--- src/common/pipe_pkg.sv ---
// pipeline stage bundles, imported by the memory stage, the top level and the testbench
`default_nettype none

package pipe_pkg;

    // datapath word, also the default data width of the stage
    typedef logic [31:0] word_t;

    // EX/MEM register contents as presented by the execute side
    typedef struct packed {
        logic       valid;
        // byte address for loads and stores
        word_t      alu_result;
        // store data
        word_t      second_opr;
        word_t      nx_pc;
        logic       memrd;
        logic       memwr;
        // destination register, passed through to writeback
        logic [4:0] rd;
        logic       mem2reg;
        logic       regwr;
    } ex_mem_t;

    // MEM/WB register contents seen by writeback
    typedef struct packed {
        logic       valid;
        word_t      nx_pc;
        word_t      alu_result;
        // load data, zero for non-load bundles
        word_t      mem_dat;
        logic [4:0] rd;
        logic       mem2reg;
        logic       regwr;
    } mem_wb_t;

endpackage

`default_nettype wire

--- src/common/cache_pkg.sv ---
// data cache geometry and the cache and memory side request structs, shared by cache and RAM
`default_nettype none

package cache_pkg;

    import pipe_pkg::*;

    // 16 lines of 4 words
    localparam int IDX_W   = 4;
    localparam int OFS_W   = 2;
    // word address width, byte offset dropped
    localparam int WADDR_W = 30;
    localparam int TAG_W   = WADDR_W - IDX_W - OFS_W;

    // split view of a word address
    typedef struct packed {
        logic [TAG_W-1:0] tag;
        logic [IDX_W-1:0] idx;
        logic [OFS_W-1:0] ofs;
    } addr_fields_t;

    // same word, flat for the stage and split for the cache
    typedef union packed {
        logic [WADDR_W-1:0] flat;
        addr_fields_t       f;
    } word_addr_u;

    // stage to cache, one word access
    typedef struct packed {
        logic       ren;
        logic       wen;
        word_addr_u addr;
        word_t      wdata;
    } dc_req_t;

    // cache to backing memory, four-phase req/ack
    typedef struct packed {
        logic               req;
        logic               we;
        logic [WADDR_W-1:0] addr;
        word_t              wdata;
    } ram_req_t;

    typedef struct packed {
        logic  ack;
        word_t rdata;
    } ram_rsp_t;

endpackage

`default_nettype wire

--- src/mem_stage/mem_stage.sv ---
// memory stage of the pipeline, turns the EX/MEM bundle into cache accesses and the MEM/WB bundle
`timescale 1ns/10ps
`default_nettype none

module mem_stage
    import pipe_pkg::*;
    import cache_pkg::*;
#(
    parameter int BIT_W = 32
) (
    input  logic    clk,
    input  logic    rst_n,
    input  ex_mem_t ex_mem,
    output mem_wb_t mem_wb,
    output dc_req_t dc_req,
    input  word_t   dc_rdata,
    input  logic    dc_stall
);

    // control half of MEM/WB
    logic       wb_valid_q;
    logic       wb_mem2reg_q;
    logic       wb_regwr_q;
    // payload half of MEM/WB
    word_t      wb_nx_pc_q;
    word_t      wb_alu_q;
    word_t      wb_mem_dat_q;
    logic [4:0] wb_rd_q;
    // data picked up by a load
    word_t      ld_dat;

    // requests only for a valid bundle
    always_comb begin
        dc_req.ren       = ex_mem.valid && ex_mem.memrd;
        dc_req.wen       = ex_mem.valid && ex_mem.memwr;
        // drop the byte offset, word accesses only
        dc_req.addr.flat = ex_mem.alu_result[BIT_W-1:2];
        dc_req.wdata     = ex_mem.second_opr;
    end

    assign ld_dat = ex_mem.memrd ? dc_rdata : '0;

    // a stall turns the register into a bubble
    always_ff @(posedge clk or negedge rst_n) begin
        if (!rst_n) begin
            wb_valid_q   <= 1'b0;
            wb_mem2reg_q <= 1'b0;
            wb_regwr_q   <= 1'b0;
        end else if (dc_stall) begin
            wb_valid_q   <= 1'b0;
            wb_mem2reg_q <= 1'b0;
            wb_regwr_q   <= 1'b0;
        end else begin
            wb_valid_q   <= ex_mem.valid;
            wb_mem2reg_q <= ex_mem.valid && ex_mem.mem2reg;
            wb_regwr_q   <= ex_mem.valid && ex_mem.regwr;
        end
    end

    // payload only moves when the cache lets the bundle through
    always_ff @(posedge clk) begin
        if (!dc_stall) begin
            wb_nx_pc_q   <= ex_mem.nx_pc;
            wb_alu_q     <= ex_mem.alu_result;
            wb_mem_dat_q <= ld_dat;
            wb_rd_q      <= ex_mem.rd;
        end
    end

    always_comb begin
        mem_wb.valid      = wb_valid_q;
        mem_wb.nx_pc      = wb_nx_pc_q;
        mem_wb.alu_result = wb_alu_q;
        mem_wb.mem_dat    = wb_mem_dat_q;
        mem_wb.rd         = wb_rd_q;
        mem_wb.mem2reg    = wb_mem2reg_q;
        mem_wb.regwr      = wb_regwr_q;
    end

    // decode never marks one instruction as both load and store
    a_rd_wr_excl : assert property (
        @(posedge clk) disable iff (!rst_n)
        ex_mem.valid |-> !(ex_mem.memrd && ex_mem.memwr)
    );

endmodule

`default_nettype wire

--- config.mk ---
export PLATFORM = sky130hd
export DESIGN_NAME = mem_stage
export DESIGN_NICKNAME = d
export VERILOG_FILES = /design/src/common/pipe_pkg.sv /design/src/common/cache_pkg.sv /design/src/mem_stage/mem_stage.sv
export SDC_FILE = /design/constraint.sdc
export NUM_CORES = 1
export LEC_CHECK = 0
export BUFFER_PORTS_ARGS = -buffer_cell sky130_fd_sc_hd__buf_2
export CAP_MARGIN = 20
export CORE_AREA = 3 3 120 122
export DETAILED_ROUTE_END_ITERATION = 8
export DIE_AREA = 0 0 123 125
export PLACE_DENSITY = 0.64
export SLEW_MARGIN = 20
export SYNTH_ARGS = -nofsm -noshare
export SYNTH_HDL_FRONTEND = slang
export SYNTH_SLANG_ARGS = --single-unit
--- constraint.sdc ---
create_clock -name clk -period 0.8 [get_ports clk]
set_input_delay 0.12 -clock clk [delete_from_list [all_inputs] [get_ports clk]]
set_output_delay 0.12 -clock clk [all_outputs]
set_load 0.005 [all_outputs]
==> flow_summary.json <==
{
  "synth_edf_count": 101,
  "die_h_um": 125,
  "outcome": "complete, but fails checks",
  "crit_path_max_fanout": 1,
  "max_freq_mhz": 977,
  "overflow": 0,
  "pin_count": 309,
  "ys_ff_latch": 104,
  "rows": 42,
  "use_met3": 0.0397,
  "worst_pin_slew_ns": 0.263,
  "seq_area_frac_synth": 0.798,
  "min_period_ns": 1.02,
  "viasPerCell": 3.97,
  "synth_top_area_share": 0.779,
  "fin_ws_ns": -0.223,
  "syn-cell-area_um2": 3890,
  "violations": "negative setup slack",
  "holdWs_ns": 0.0497,
  "synthesis.nets": 351,
  "cp_cell_sequence": "buf_2",
  "clockBufferDepth": 2,
  "worstHoldPathCells": 2,
  "max_cap_violations": 0,
  "met1_usage": 0.120,
  "synthTopCellsByArea": "edfxtp_1 78%, buf_4 13%, and2_2 6.4%, dfrtp_1 1.9%, and3b_1 0.45%",
  "rsz0062_at_grt": "yes",
  "drv_slew": 0,
  "grt_max_degree": 50,
  "holdPathEnd": "wb_regwr_q$_DFF_PN0_",
  "crit_arrival_ns": 0.90,
  "critical-path-max-stage-delay_ns": 0.41,
  "path_class": "register to primary output",
  "cts.clk_slew.worst_paths_ns": 0.07,
  "relSlewSlack": 0.824,
  "synthCells": 210,
  "antenna_found_initial": 0,
  "dieArea_um2": 15400,
  "io_buffers": 244,
  "hold_path.class": "primary input to register",
  "critical-path-top-delay-family": "flip-flops",
  "n_antenna_cell": 0,
  "clockRootBuffer": "clkbuf_16",
  "core-area_um2": 13300,
  "drtPass1Iterations": 4,
  "leakage_uw": 0.00259,
  "start_kind": "register",
  "place_congestion": 0.686,
  "crit_required_ns": 0.68,
  "numPlacedInstances": 568,
  "p_per_area_nw_per_um2": 2070,
  "hp-start": "ex_mem[0]",
  "cp_num_buf_inv": 1,
  "hpwlAfterDp_um": 7270,
  "endpoint_kind": "primary output",
  "grt_pass1_vias": 2769,
  "ir_drop_v": 0.00114,
  "grt_pass1_wl_um": 14400,
  "synth_commonest_cells": "101 x edfxtp_1, 65 x buf_4, 33 x and2_2",
  "yosys.area.top_type": "edfxtp_1",
  "avgSynthCellArea_um2": 18.5,
  "ant_nets": 0,
  "synthFlopType": "edfxtp_1",
  "initial_core_util": 0.293,
  "grt_usage": 0.125,
  "async_flop_share": 0.0288,
  "synth_most_common_cell": "edfxtp_1",
  "clock_sinks": 104,
  "h-tree-depth": 3,
  "final_cells": 652,
  "top_usage_layer": "met2",
  "finalHoldViolCount": 0,
  "ys_types": 9,
  "slowest_stage": "edfxtp_1",
  "routedWlPerCell_um": 15.4,
  "ys_warn_count": 0,
  "cts_tree": "built",
  "setup_viol": 104,
  "wl_um": 10000,
  "drc": 0,
  "met2_usage": 0.225,
  "die-width_um": 123,
  "finalCritPeriodShare": 1.28,
  "finalCoreUtilization": 0.444,
  "fill_cells": 1202,
  "drive_gt1_frac": 0.626,
  "fin_nets": 613,
  "post-cts-setup-buffers": 0,
  "vias": 2589,
  "initialDrtViolationCount": 183,
  "area_delta_synth_final_pct": 51.8,
  "numCtsBuffers": 9
}
==> worst max path at each step <==
stage,startpoint,end,cells past startpoint
2_1_floorplan,dc_stall,wb_alu_q[0]$_DFFE_PN_,1
3_3_place_gp,dc_stall,wb_alu_q[20]$_DFFE_PN_,3
3_5_place_dp,dc_stall,wb_mem_dat_q[8]$_SDFFCE_PN0N_,3
4_1_cts,wb_mem_dat_q[10]$_SDFFCE_PN0N_,mem_wb[17],1
5_1_grt,wb_mem_dat_q[10]$_SDFFCE_PN0N_,mem_wb[17],1
6_report,wb_mem_dat_q[10]$_SDFFCE_PN0N_,mem_wb[17],1
==> report_power, final <==
group	internal, uW	switching (uW)	total, uW	leakage, uW
Clock	2420	1850	4270	0.000142
Combinational	821	571	1390	0.00143
Sequential	6440	102	6540	0.00102
==> registers in the layout, indices dropped and copies added (netlist names) <==
| name | count |
|---|---|
| wb_alu_q | 32 |
| wb_mem_dat_q | 32 |
| wb_nx_pc_q | 32 |
| wb_rd_q | 5 |
| wb_mem2reg_q | 1 |
| wb_regwr_q | 1 |
| wb_valid_q | 1 |
==> routing by layer <==
metal,part of all wire,vias up,wire (um)
li1,-,1201,-
met1,0.34,1198,3460
met2,0.51,146,5150
met3,0.10,44,1010
met4,0.042,0,425
met5,0,-,0
==> cell families (layout without fill, tap and decap cells) <==
kind of cell / after synthesis / after routing / synth area share
buffers and inverters: 69 / 335 / 0.130
flip-flops: 104 / 104 / 0.798
AND/OR/NAND/NOR: 37 / 37 / 0.0714
==> final cells by class <==
type                    count  area [um2]  area share
well taps                 176         220      0.0373
inverters                   1        7.51     0.00127
clock buffers               9         225      0.0381
multi-input cells          37         278      0.0470
flip-flops and latches    104        3110       0.526
repair buffers            319        2000       0.338
clock inverters             6        68.8      0.0117
==> stage by stage <==
step | setup TNS, ns | setup WS [ns] | instance area [um2] | power (uW)
floorplan | -115.83 | -1.15 | 3900 | 7170
global placement | -16.26 | -0.184 | 4930 | 7790
detailed placement | -17.30 | -0.186 | 4930 | 7820
CTS | -18.73 | -0.251 | 5910 | 12400
global route | -20.85 | -0.268 | 5910 | 12700
finish | -16.13 | -0.223 | 5910 | 12200
==> what timing repair did <==
item | in CTS | in global routing
hold buffers | 70 | 0
endpoints found under the setup margin | 105 | 104
endpoints found under the hold margin | 72 | 0
gates resized for setup | 1 | 0
==> layout by cell type, fill, tap and decap left out <==
cell type        n
bufinv_16        1
and2_2          33
clkinv_4         2
clkbuf_16        9
buf_2          243
and2_1           1
buf_4            3
and3b_1          2
inv_6            1
dlygate4sd3_1   70
buf_12           3
dfrtp_1          3
clkinvlp_4       2
edfxtp_1       101
nor2b_1          1
clkinv_2         1
Power figures use the tool's default switching activity.
