<file path="src/common/pipe_pkg.sv">
// pipeline stage bundles, imported by the memory stage, the top level and the testbench
`default_nettype none

package pipe_pkg;

    // datapath word, also the default data width of the stage
    typedef logic [31:0] word_t;

    // EX/MEM register contents as presented by the execute side
    typedef struct packed {
        logic       valid;
        // byte address for loads and stores
        word_t      alu_result;
        // store data
        word_t      second_opr;
        word_t      nx_pc;
        logic       memrd;
        logic       memwr;
        // destination register, passed through to writeback
        logic [4:0] rd;
        logic       mem2reg;
        logic       regwr;
    } ex_mem_t;

    // MEM/WB register contents seen by writeback
    typedef struct packed {
        logic       valid;
        word_t      nx_pc;
        word_t      alu_result;
        // load data, zero for non-load bundles
        word_t      mem_dat;
        logic [4:0] rd;
        logic       mem2reg;
        logic       regwr;
    } mem_wb_t;

endpackage

`default_nettype wire

</file>
<file path="src/common/cache_pkg.sv">
// data cache geometry and the cache and memory side request structs, shared by cache and RAM
`default_nettype none

package cache_pkg;

    import pipe_pkg::*;

    // 16 lines of 4 words
    localparam int IDX_W   = 4;
    localparam int OFS_W   = 2;
    // word address width, byte offset dropped
    localparam int WADDR_W = 30;
    localparam int TAG_W   = WADDR_W - IDX_W - OFS_W;

    // split view of a word address
    typedef struct packed {
        logic [TAG_W-1:0] tag;
        logic [IDX_W-1:0] idx;
        logic [OFS_W-1:0] ofs;
    } addr_fields_t;

    // same word, flat for the stage and split for the cache
    typedef union packed {
        logic [WADDR_W-1:0] flat;
        addr_fields_t       f;
    } word_addr_u;

    // stage to cache, one word access
    typedef struct packed {
        logic       ren;
        logic       wen;
        word_addr_u addr;
        word_t      wdata;
    } dc_req_t;

    // cache to backing memory, four-phase req/ack
    typedef struct packed {
        logic               req;
        logic               we;
        logic [WADDR_W-1:0] addr;
        word_t              wdata;
    } ram_req_t;

    typedef struct packed {
        logic  ack;
        word_t rdata;
    } ram_rsp_t;

endpackage

`default_nettype wire

</file>
<file path="src/dcache/dcache.sv">
// direct-mapped write-through data cache, refills a 4-word line from the backing RAM on a read miss
`timescale 1ns/10ps
`default_nettype none

module dcache
    import pipe_pkg::*;
    import cache_pkg::*;
(
    input  logic     clk,
    input  logic     rst_n,
    input  dc_req_t  dc_req,
    output word_t    dc_rdata,
    output logic     dc_stall,
    output ram_req_t ram_req,
    input  ram_rsp_t ram_rsp
);

    localparam int LINES      = 1 << IDX_W;
    localparam int LINE_WORDS = 1 << OFS_W;

    typedef enum logic [1:0] {
        S_IDLE,
        S_REFILL,
        S_FILL,
        S_WRITE
    } state_t;

    state_t           state_q;
    // handshake state toward the RAM
    logic             req_q;
    // ack seen and req dropped, waiting for ack to fall
    logic             hs_wait_q;
    // refill word counter
    logic [OFS_W-1:0] cnt_q;
    // access latched while the RAM is busy
    word_addr_u       lat_addr_q;
    word_t            lat_wdata_q;

    logic [TAG_W-1:0] tag_arr  [LINES];
    logic [LINES-1:0] valid_q;
    word_t            data_arr [LINES][LINE_WORDS];

    logic             hit;
    logic             ack_seen;
    logic             hs_done;

    // tag compare on the split view of the request
    assign hit = valid_q[dc_req.addr.f.idx] &&
                 (tag_arr[dc_req.addr.f.idx] == dc_req.addr.f.tag);
    assign ack_seen = req_q && ram_rsp.ack;
    assign hs_done  = hs_wait_q && !ram_rsp.ack;

    // read port always looks at the current request
    assign dc_rdata = data_arr[dc_req.addr.f.idx][dc_req.addr.f.ofs];

    always_comb begin
        case (state_q)
            S_IDLE:  dc_stall = (dc_req.ren && !hit) || dc_req.wen;
            // released in the cycle that ack is seen low
            S_WRITE: dc_stall = !hs_done;
            default: dc_stall = 1'b1;
        endcase
    end

    always_comb begin
        ram_req.req   = req_q;
        ram_req.we    = (state_q == S_WRITE);
        ram_req.wdata = lat_wdata_q;
        // refill walks the line, write uses the latched word
        if (state_q == S_REFILL) begin
            ram_req.addr = {lat_addr_q.f.tag, lat_addr_q.f.idx, cnt_q};
        end else begin
            ram_req.addr = lat_addr_q.flat;
        end
    end

    always_ff @(posedge clk or negedge rst_n) begin
        if (!rst_n) begin
            state_q   <= S_IDLE;
            req_q     <= 1'b0;
            hs_wait_q <= 1'b0;
            cnt_q     <= '0;
            valid_q   <= '0;
        end else begin
            case (state_q)
                S_IDLE: begin
                    if (dc_req.wen) begin
                        state_q <= S_WRITE;
                        req_q   <= 1'b1;
                    end else if (dc_req.ren && !hit) begin
                        // line gets overwritten, drop it now
                        state_q                     <= S_REFILL;
                        req_q                       <= 1'b1;
                        cnt_q                       <= '0;
                        valid_q[dc_req.addr.f.idx] <= 1'b0;
                    end
                end
                S_REFILL: begin
                    if (ack_seen) begin
                        req_q     <= 1'b0;
                        hs_wait_q <= 1'b1;
                    end else if (hs_done) begin
                        hs_wait_q <= 1'b0;
                        if (cnt_q == '1) begin
                            state_q <= S_FILL;
                        end else begin
                            cnt_q <= cnt_q + 1'b1;
                            req_q <= 1'b1;
                        end
                    end
                end
                S_FILL: begin
                    // whole line in, mark it usable
                    valid_q[lat_addr_q.f.idx] <= 1'b1;
                    state_q                   <= S_IDLE;
                end
                S_WRITE: begin
                    if (ack_seen) begin
                        req_q     <= 1'b0;
                        hs_wait_q <= 1'b1;
                    end else if (hs_done) begin
                        hs_wait_q <= 1'b0;
                        state_q   <= S_IDLE;
                    end
                end
                default: state_q <= S_IDLE;
            endcase
        end
    end

    // arrays and latched access
    always_ff @(posedge clk) begin
        if (state_q == S_IDLE) begin
            lat_addr_q  <= dc_req.addr;
            lat_wdata_q <= dc_req.wdata;
        end
        // write hit keeps the line coherent with memory
        if (state_q == S_IDLE && dc_req.wen && hit) begin
            data_arr[dc_req.addr.f.idx][dc_req.addr.f.ofs] <= dc_req.wdata;
        end
        if (state_q == S_REFILL && ack_seen) begin
            data_arr[lat_addr_q.f.idx][cnt_q] <= ram_rsp.rdata;
        end
        if (state_q == S_FILL) begin
            tag_arr[lat_addr_q.f.idx] <= lat_addr_q.f.tag;
        end
    end

    // a new req waits until the RAM has dropped the previous ack
    a_req_after_ack : assert property (
        @(posedge clk) disable iff (!rst_n)
        $rose(ram_req.req) |-> !ram_rsp.ack
    );

endmodule

`default_nettype wire

</file>
<file path="config.mk">
export PLATFORM = sky130hd
export DESIGN_NAME = dcache
export DESIGN_NICKNAME = d
export VERILOG_FILES = /design/src/common/pipe_pkg.sv /design/src/common/cache_pkg.sv /design/src/dcache/dcache.sv
export SDC_FILE = /design/constraint.sdc
export NUM_CORES = 2
export LEC_CHECK = 0
export BUFFER_PORTS_ARGS = -buffer_cell sky130_fd_sc_hd__buf_2
export CAP_MARGIN = 25
export CORE_MARGIN = 4
export CORE_UTILIZATION = 34
export CTS_BUF_LIST = sky130_fd_sc_hd__clkbuf_4 sky130_fd_sc_hd__clkbuf_8
export CTS_CLUSTER_SIZE = 25
export DETAILED_ROUTE_END_ITERATION = 10
export MAX_ROUTING_LAYER = met4
export PLACE_DENSITY = 0.51
export SLEW_MARGIN = 30
export SYNTH_ARGS = -nofsm -noshare
export SYNTH_HDL_FRONTEND = slang
export SYNTH_SLANG_ARGS = --single-unit
</file>
<file path="constraint.sdc">
create_clock -name clk -period 6.4 [get_ports clk]
set_input_delay 0.64 -clock clk [delete_from_list [all_inputs] [get_ports clk]]
set_output_delay 0.64 -clock clk [all_outputs]
set_load 0.05 [all_outputs]
</file>
==> metrics.csv <==
stage,metric,value,unit
status,status,"finished, final reports clean",
global_routing,grt_pass1_vias,49094,
pwr,p_sw,9840,uW
sta,fin_skew,0.109,ns
global_routing,grt_max_degree,97,
clocking,clk_latency,1.09,ns
worst_setup_path,arrival,4.60,ns
pwr,power.leakage,0.0358,uW
finish,instances_no_fill,8877,
sta,maxSlewHeadroom,0.360,
placement,dpl_cell_area,0.105,mm2
route,drt_pass1_iterations,6,
finish,multi_input_area,0.0214,mm2
worst_setup_path,cp-end-kind,output pin,
clocking,path_clk_slew,0.06,ns
synthesis,ys_ff_latch,2516,
die,die_w,544,um
sta,finalSetupViolations,0,
clocking,cts_buffers,415,
finish,n_fill_cell,25233,
sta,hold_viol_final,0,
sta,maxSlewViolCount,0,
synthesis,postSynthAreaPerCell,23.6,um2
route,wl_per_cell,30.6,um
sta,fmaxAchievable,0.191,GHz
worst_setup_path,cp_top_family,buffers and inverters,
synthesis,ys.flop_type,edfxtp_1,
finish,area_growth,16.8,%
die,start_util,0.342,
die,fp.coreArea,0.285,mm2
route,drt_wl_total,272,mm
route,routed.top_layer,met4,
placement,gp_congestion,0.802,
synthesis,synth_top_area_cell,edfxtp_1,
route,num_vias,47107,
route,vias_per_cell,5.31,
sta,rsz0062_at_grt,false,
global_routing,grt.overflow.total,0,
worst_setup_path,crit_path_start_kind,primary input,
pwr,powerDensity,329,mW/mm2
pwr,combPwrFrac,0.110,
synthesis,syn_area,0.0976,mm2
clocking,cts_tree,built,
die,fp-row-count,196,
placement,dp_hpwl,154,mm
synthesis,syn_nets,4238,
sta,worstMarginPinSlew,0.960,ns
clocking,cts-htree-levels,5,
pwr,switching_share,0.262,
synthesis,synth_cell_types,72,
min_path,hold_path_class,in -> reg,
clocking,cts_sinks,2516,
route,drc_errors,0,
route,ant_nets,0,
route,routed-wl-met2,129,mm
finish,nets,4888,
synthesis,synth_sequential_area_ratio,0.773,
worst_setup_path,path_buf_inv,3,
pwr,ir_drop,307,uV
clocking,clock-root-buffer,clkbuf_8,
finish,seq_area,0.0754,mm2
synthesis,synth_area_leaders,"edfxtp_1 77%, mux4_2 17%, mux2i_1 1.1%",
worst_setup_path,crit_required,5.76,ns
worst_setup_path,slowest_delay,0.62,ns
die,dieArea,0.296,mm2
worst_setup_path,worst_path_max_delay_cell,buf_4,
global_routing,grt_pass1_wl,382,mm
clocking,cts_setup_buffers,0,
route,met3WireLength,18.8,mm
finish,finalInstanceArea,0.114,mm2
sta,final.period_utilization,0.819,
sta,period_needed,5.24,ns
synthesis,synthArstFlopShare,0.00874,
synthesis,synthCells,4131,
global_routing,track_usage,0.187,
pwr,p_clk_frac,0.365,
worst_setup_path,crit_top_cell,nand2_1,
die,die_y,544,um
placement,portBuffers,195,
worst_setup_path,cp_max_fo,63,
finish,drive_gt1_frac,0.380,
die,num_io_pins,196,
synthesis,synth_edf_count,2494,
synthesis,yosys-top-cells-count,"2494 x edfxtp_1, 722 x mux4_2, 121 x clkbuf_1",
pwr,p_int,27700,uW
synthesis,yosys_warnings,0,
placement,dp.cells,8066,
clocking,cts.path.max_buffers,4,
worst_setup_path,criticalPathCategory,in -> out,
worst_setup_path,path_cells,"buf_8, buf_4, mux4_2, nand2_1, a21oi_1, a211oi_2, a41oi_1, or4b_4, o41ai_4, nand2_1, a221o_1, buf_2",
run,drv_cap,0,
synthesis,synth_top_area_frac,0.767,
pwr,pwr-share-seq,0.526,
synthesis,synth_most_common_cell,edfxtp_1,
route,m1WireLength,118,mm
route,drt_iter0_drc,5085,
global_routing,antenna_found_initial,21,
sta,setup_tns,0,ns
## layout make-up
type / count / area share
Clock inverter: 177 / 0.00986
Sequential cell: 2516 / 0.662
Antenna cell: 9 / 0.000198
Clock buffer: 565 / 0.0600
Inverter: 39 / 0.00136
Multi-Input combinational cell: 1335 / 0.188
Timing Repair Buffer: 474 / 0.0375
Tap cell: 3762 / 0.0413
## sequential cells by signal, indices dropped and copies added (netlist names)
name         count
tag_arr        384
state_q          2
hs_wait_q        1
data_arr      2048
cnt_q            2
lat_wdata_q     32
lat_addr_q      30
req_q            1
valid_q         16
## worst reg2reg max path: cells and delay by family, from the launching register on
kind	cells	cell delay [ns]
muxes	1	0.50
DFF	1	0.37
buffers and inverters	3	0.85
AOI/OAI and AO/OA	4	0.77
and+or+nand+nor	4	1.54
## per-layer routing
metal / up-vias / GRT usage
met5: - / -
met2: 1782 / 0.289
met4: 0 / 0.0464
met1: 25781 / 0.259
met3: 419 / 0.0327
li1: 19125 / -
## kinds of logic after synthesis
logic type	Yosys count	share of synthesized area
xor+xnor	24	0.00215
buf+inv	280	0.0142
flops	2516	0.773
fa+ha+maj	8	0.00103
compound gates	171	0.0138
mux	887	0.184
simple gates	245	0.0120
## power by group through the flow
stage | clock, uW | sequential, uW | combinational, uW
after floorplan | 0 | 20200 | 2270
after global placement | 0 | 20000 | 4080
after detailed placement | 0 | 20100 | 4160
after CTS | 14100 | 19700 | 4190
after global routing | 14800 | 19800 | 4370
final | 13700 | 19700 | 4120
## path summary, 6_finish.rpt
kind | slack, ns | endpoint | cells past startpoint | from
worst max-delay path | 1.16 | dc_stall | 12 | dc_req[35]
worst min-delay path | 0.22 | state_q[1] | 4 | dc_req[63]
worst max register to register | 2.06 | data_arr[8][122] | 12 | tag_arr[8][21]
worst min register to register | 0.55 | valid_q[4] | 2 | valid_q[4]
max in group asynchronous | 5.63 | cnt_q[0] | 2 | rst_n
min in group asynchronous | 0.27 | state_q[1] | 2 | rst_n
## repair_timing
item | in CTS | in global routing
hold buffers | 60 | 0
hold endpoints to repair | 82 | 0
resized for setup | 0 | 0
## stage by stage
stage	power (uW)	util	worst slack, ns	hold WS [ns]
final	37500	0.399	1.16	0.218
after CTS	38000	0.399	1.15	0.0555
after detailed placement	24200	0.369	0.860	0.544
after global placement	24100	0.369	0.811	0.534
after global routing	39000	0.399	1.02	0.149
after floorplan	22400	-	1.27	0.344
## cells in the final DEF, fill, tap and decap left out, drive strengths merged, types with 9 or more instances in the layout
master	count
edfxtp	2494
mux4	722
clkbuf	565
buf	414
clkinv	150
nor2	117
mux2i	106
dlygate4sd3	60
mux2	59
inv	50
nand2	38
a22oi	31
a221oi	24
a31oi	23
dfrtp	22
nor3	20
o21ai	18
xnor2	17
a21oi	17
o22ai	15
nand3	14
diode	9
and2	9
clkinvlp	9
nor4	9
No activity file was read; power rests on OpenSTA's default activity.
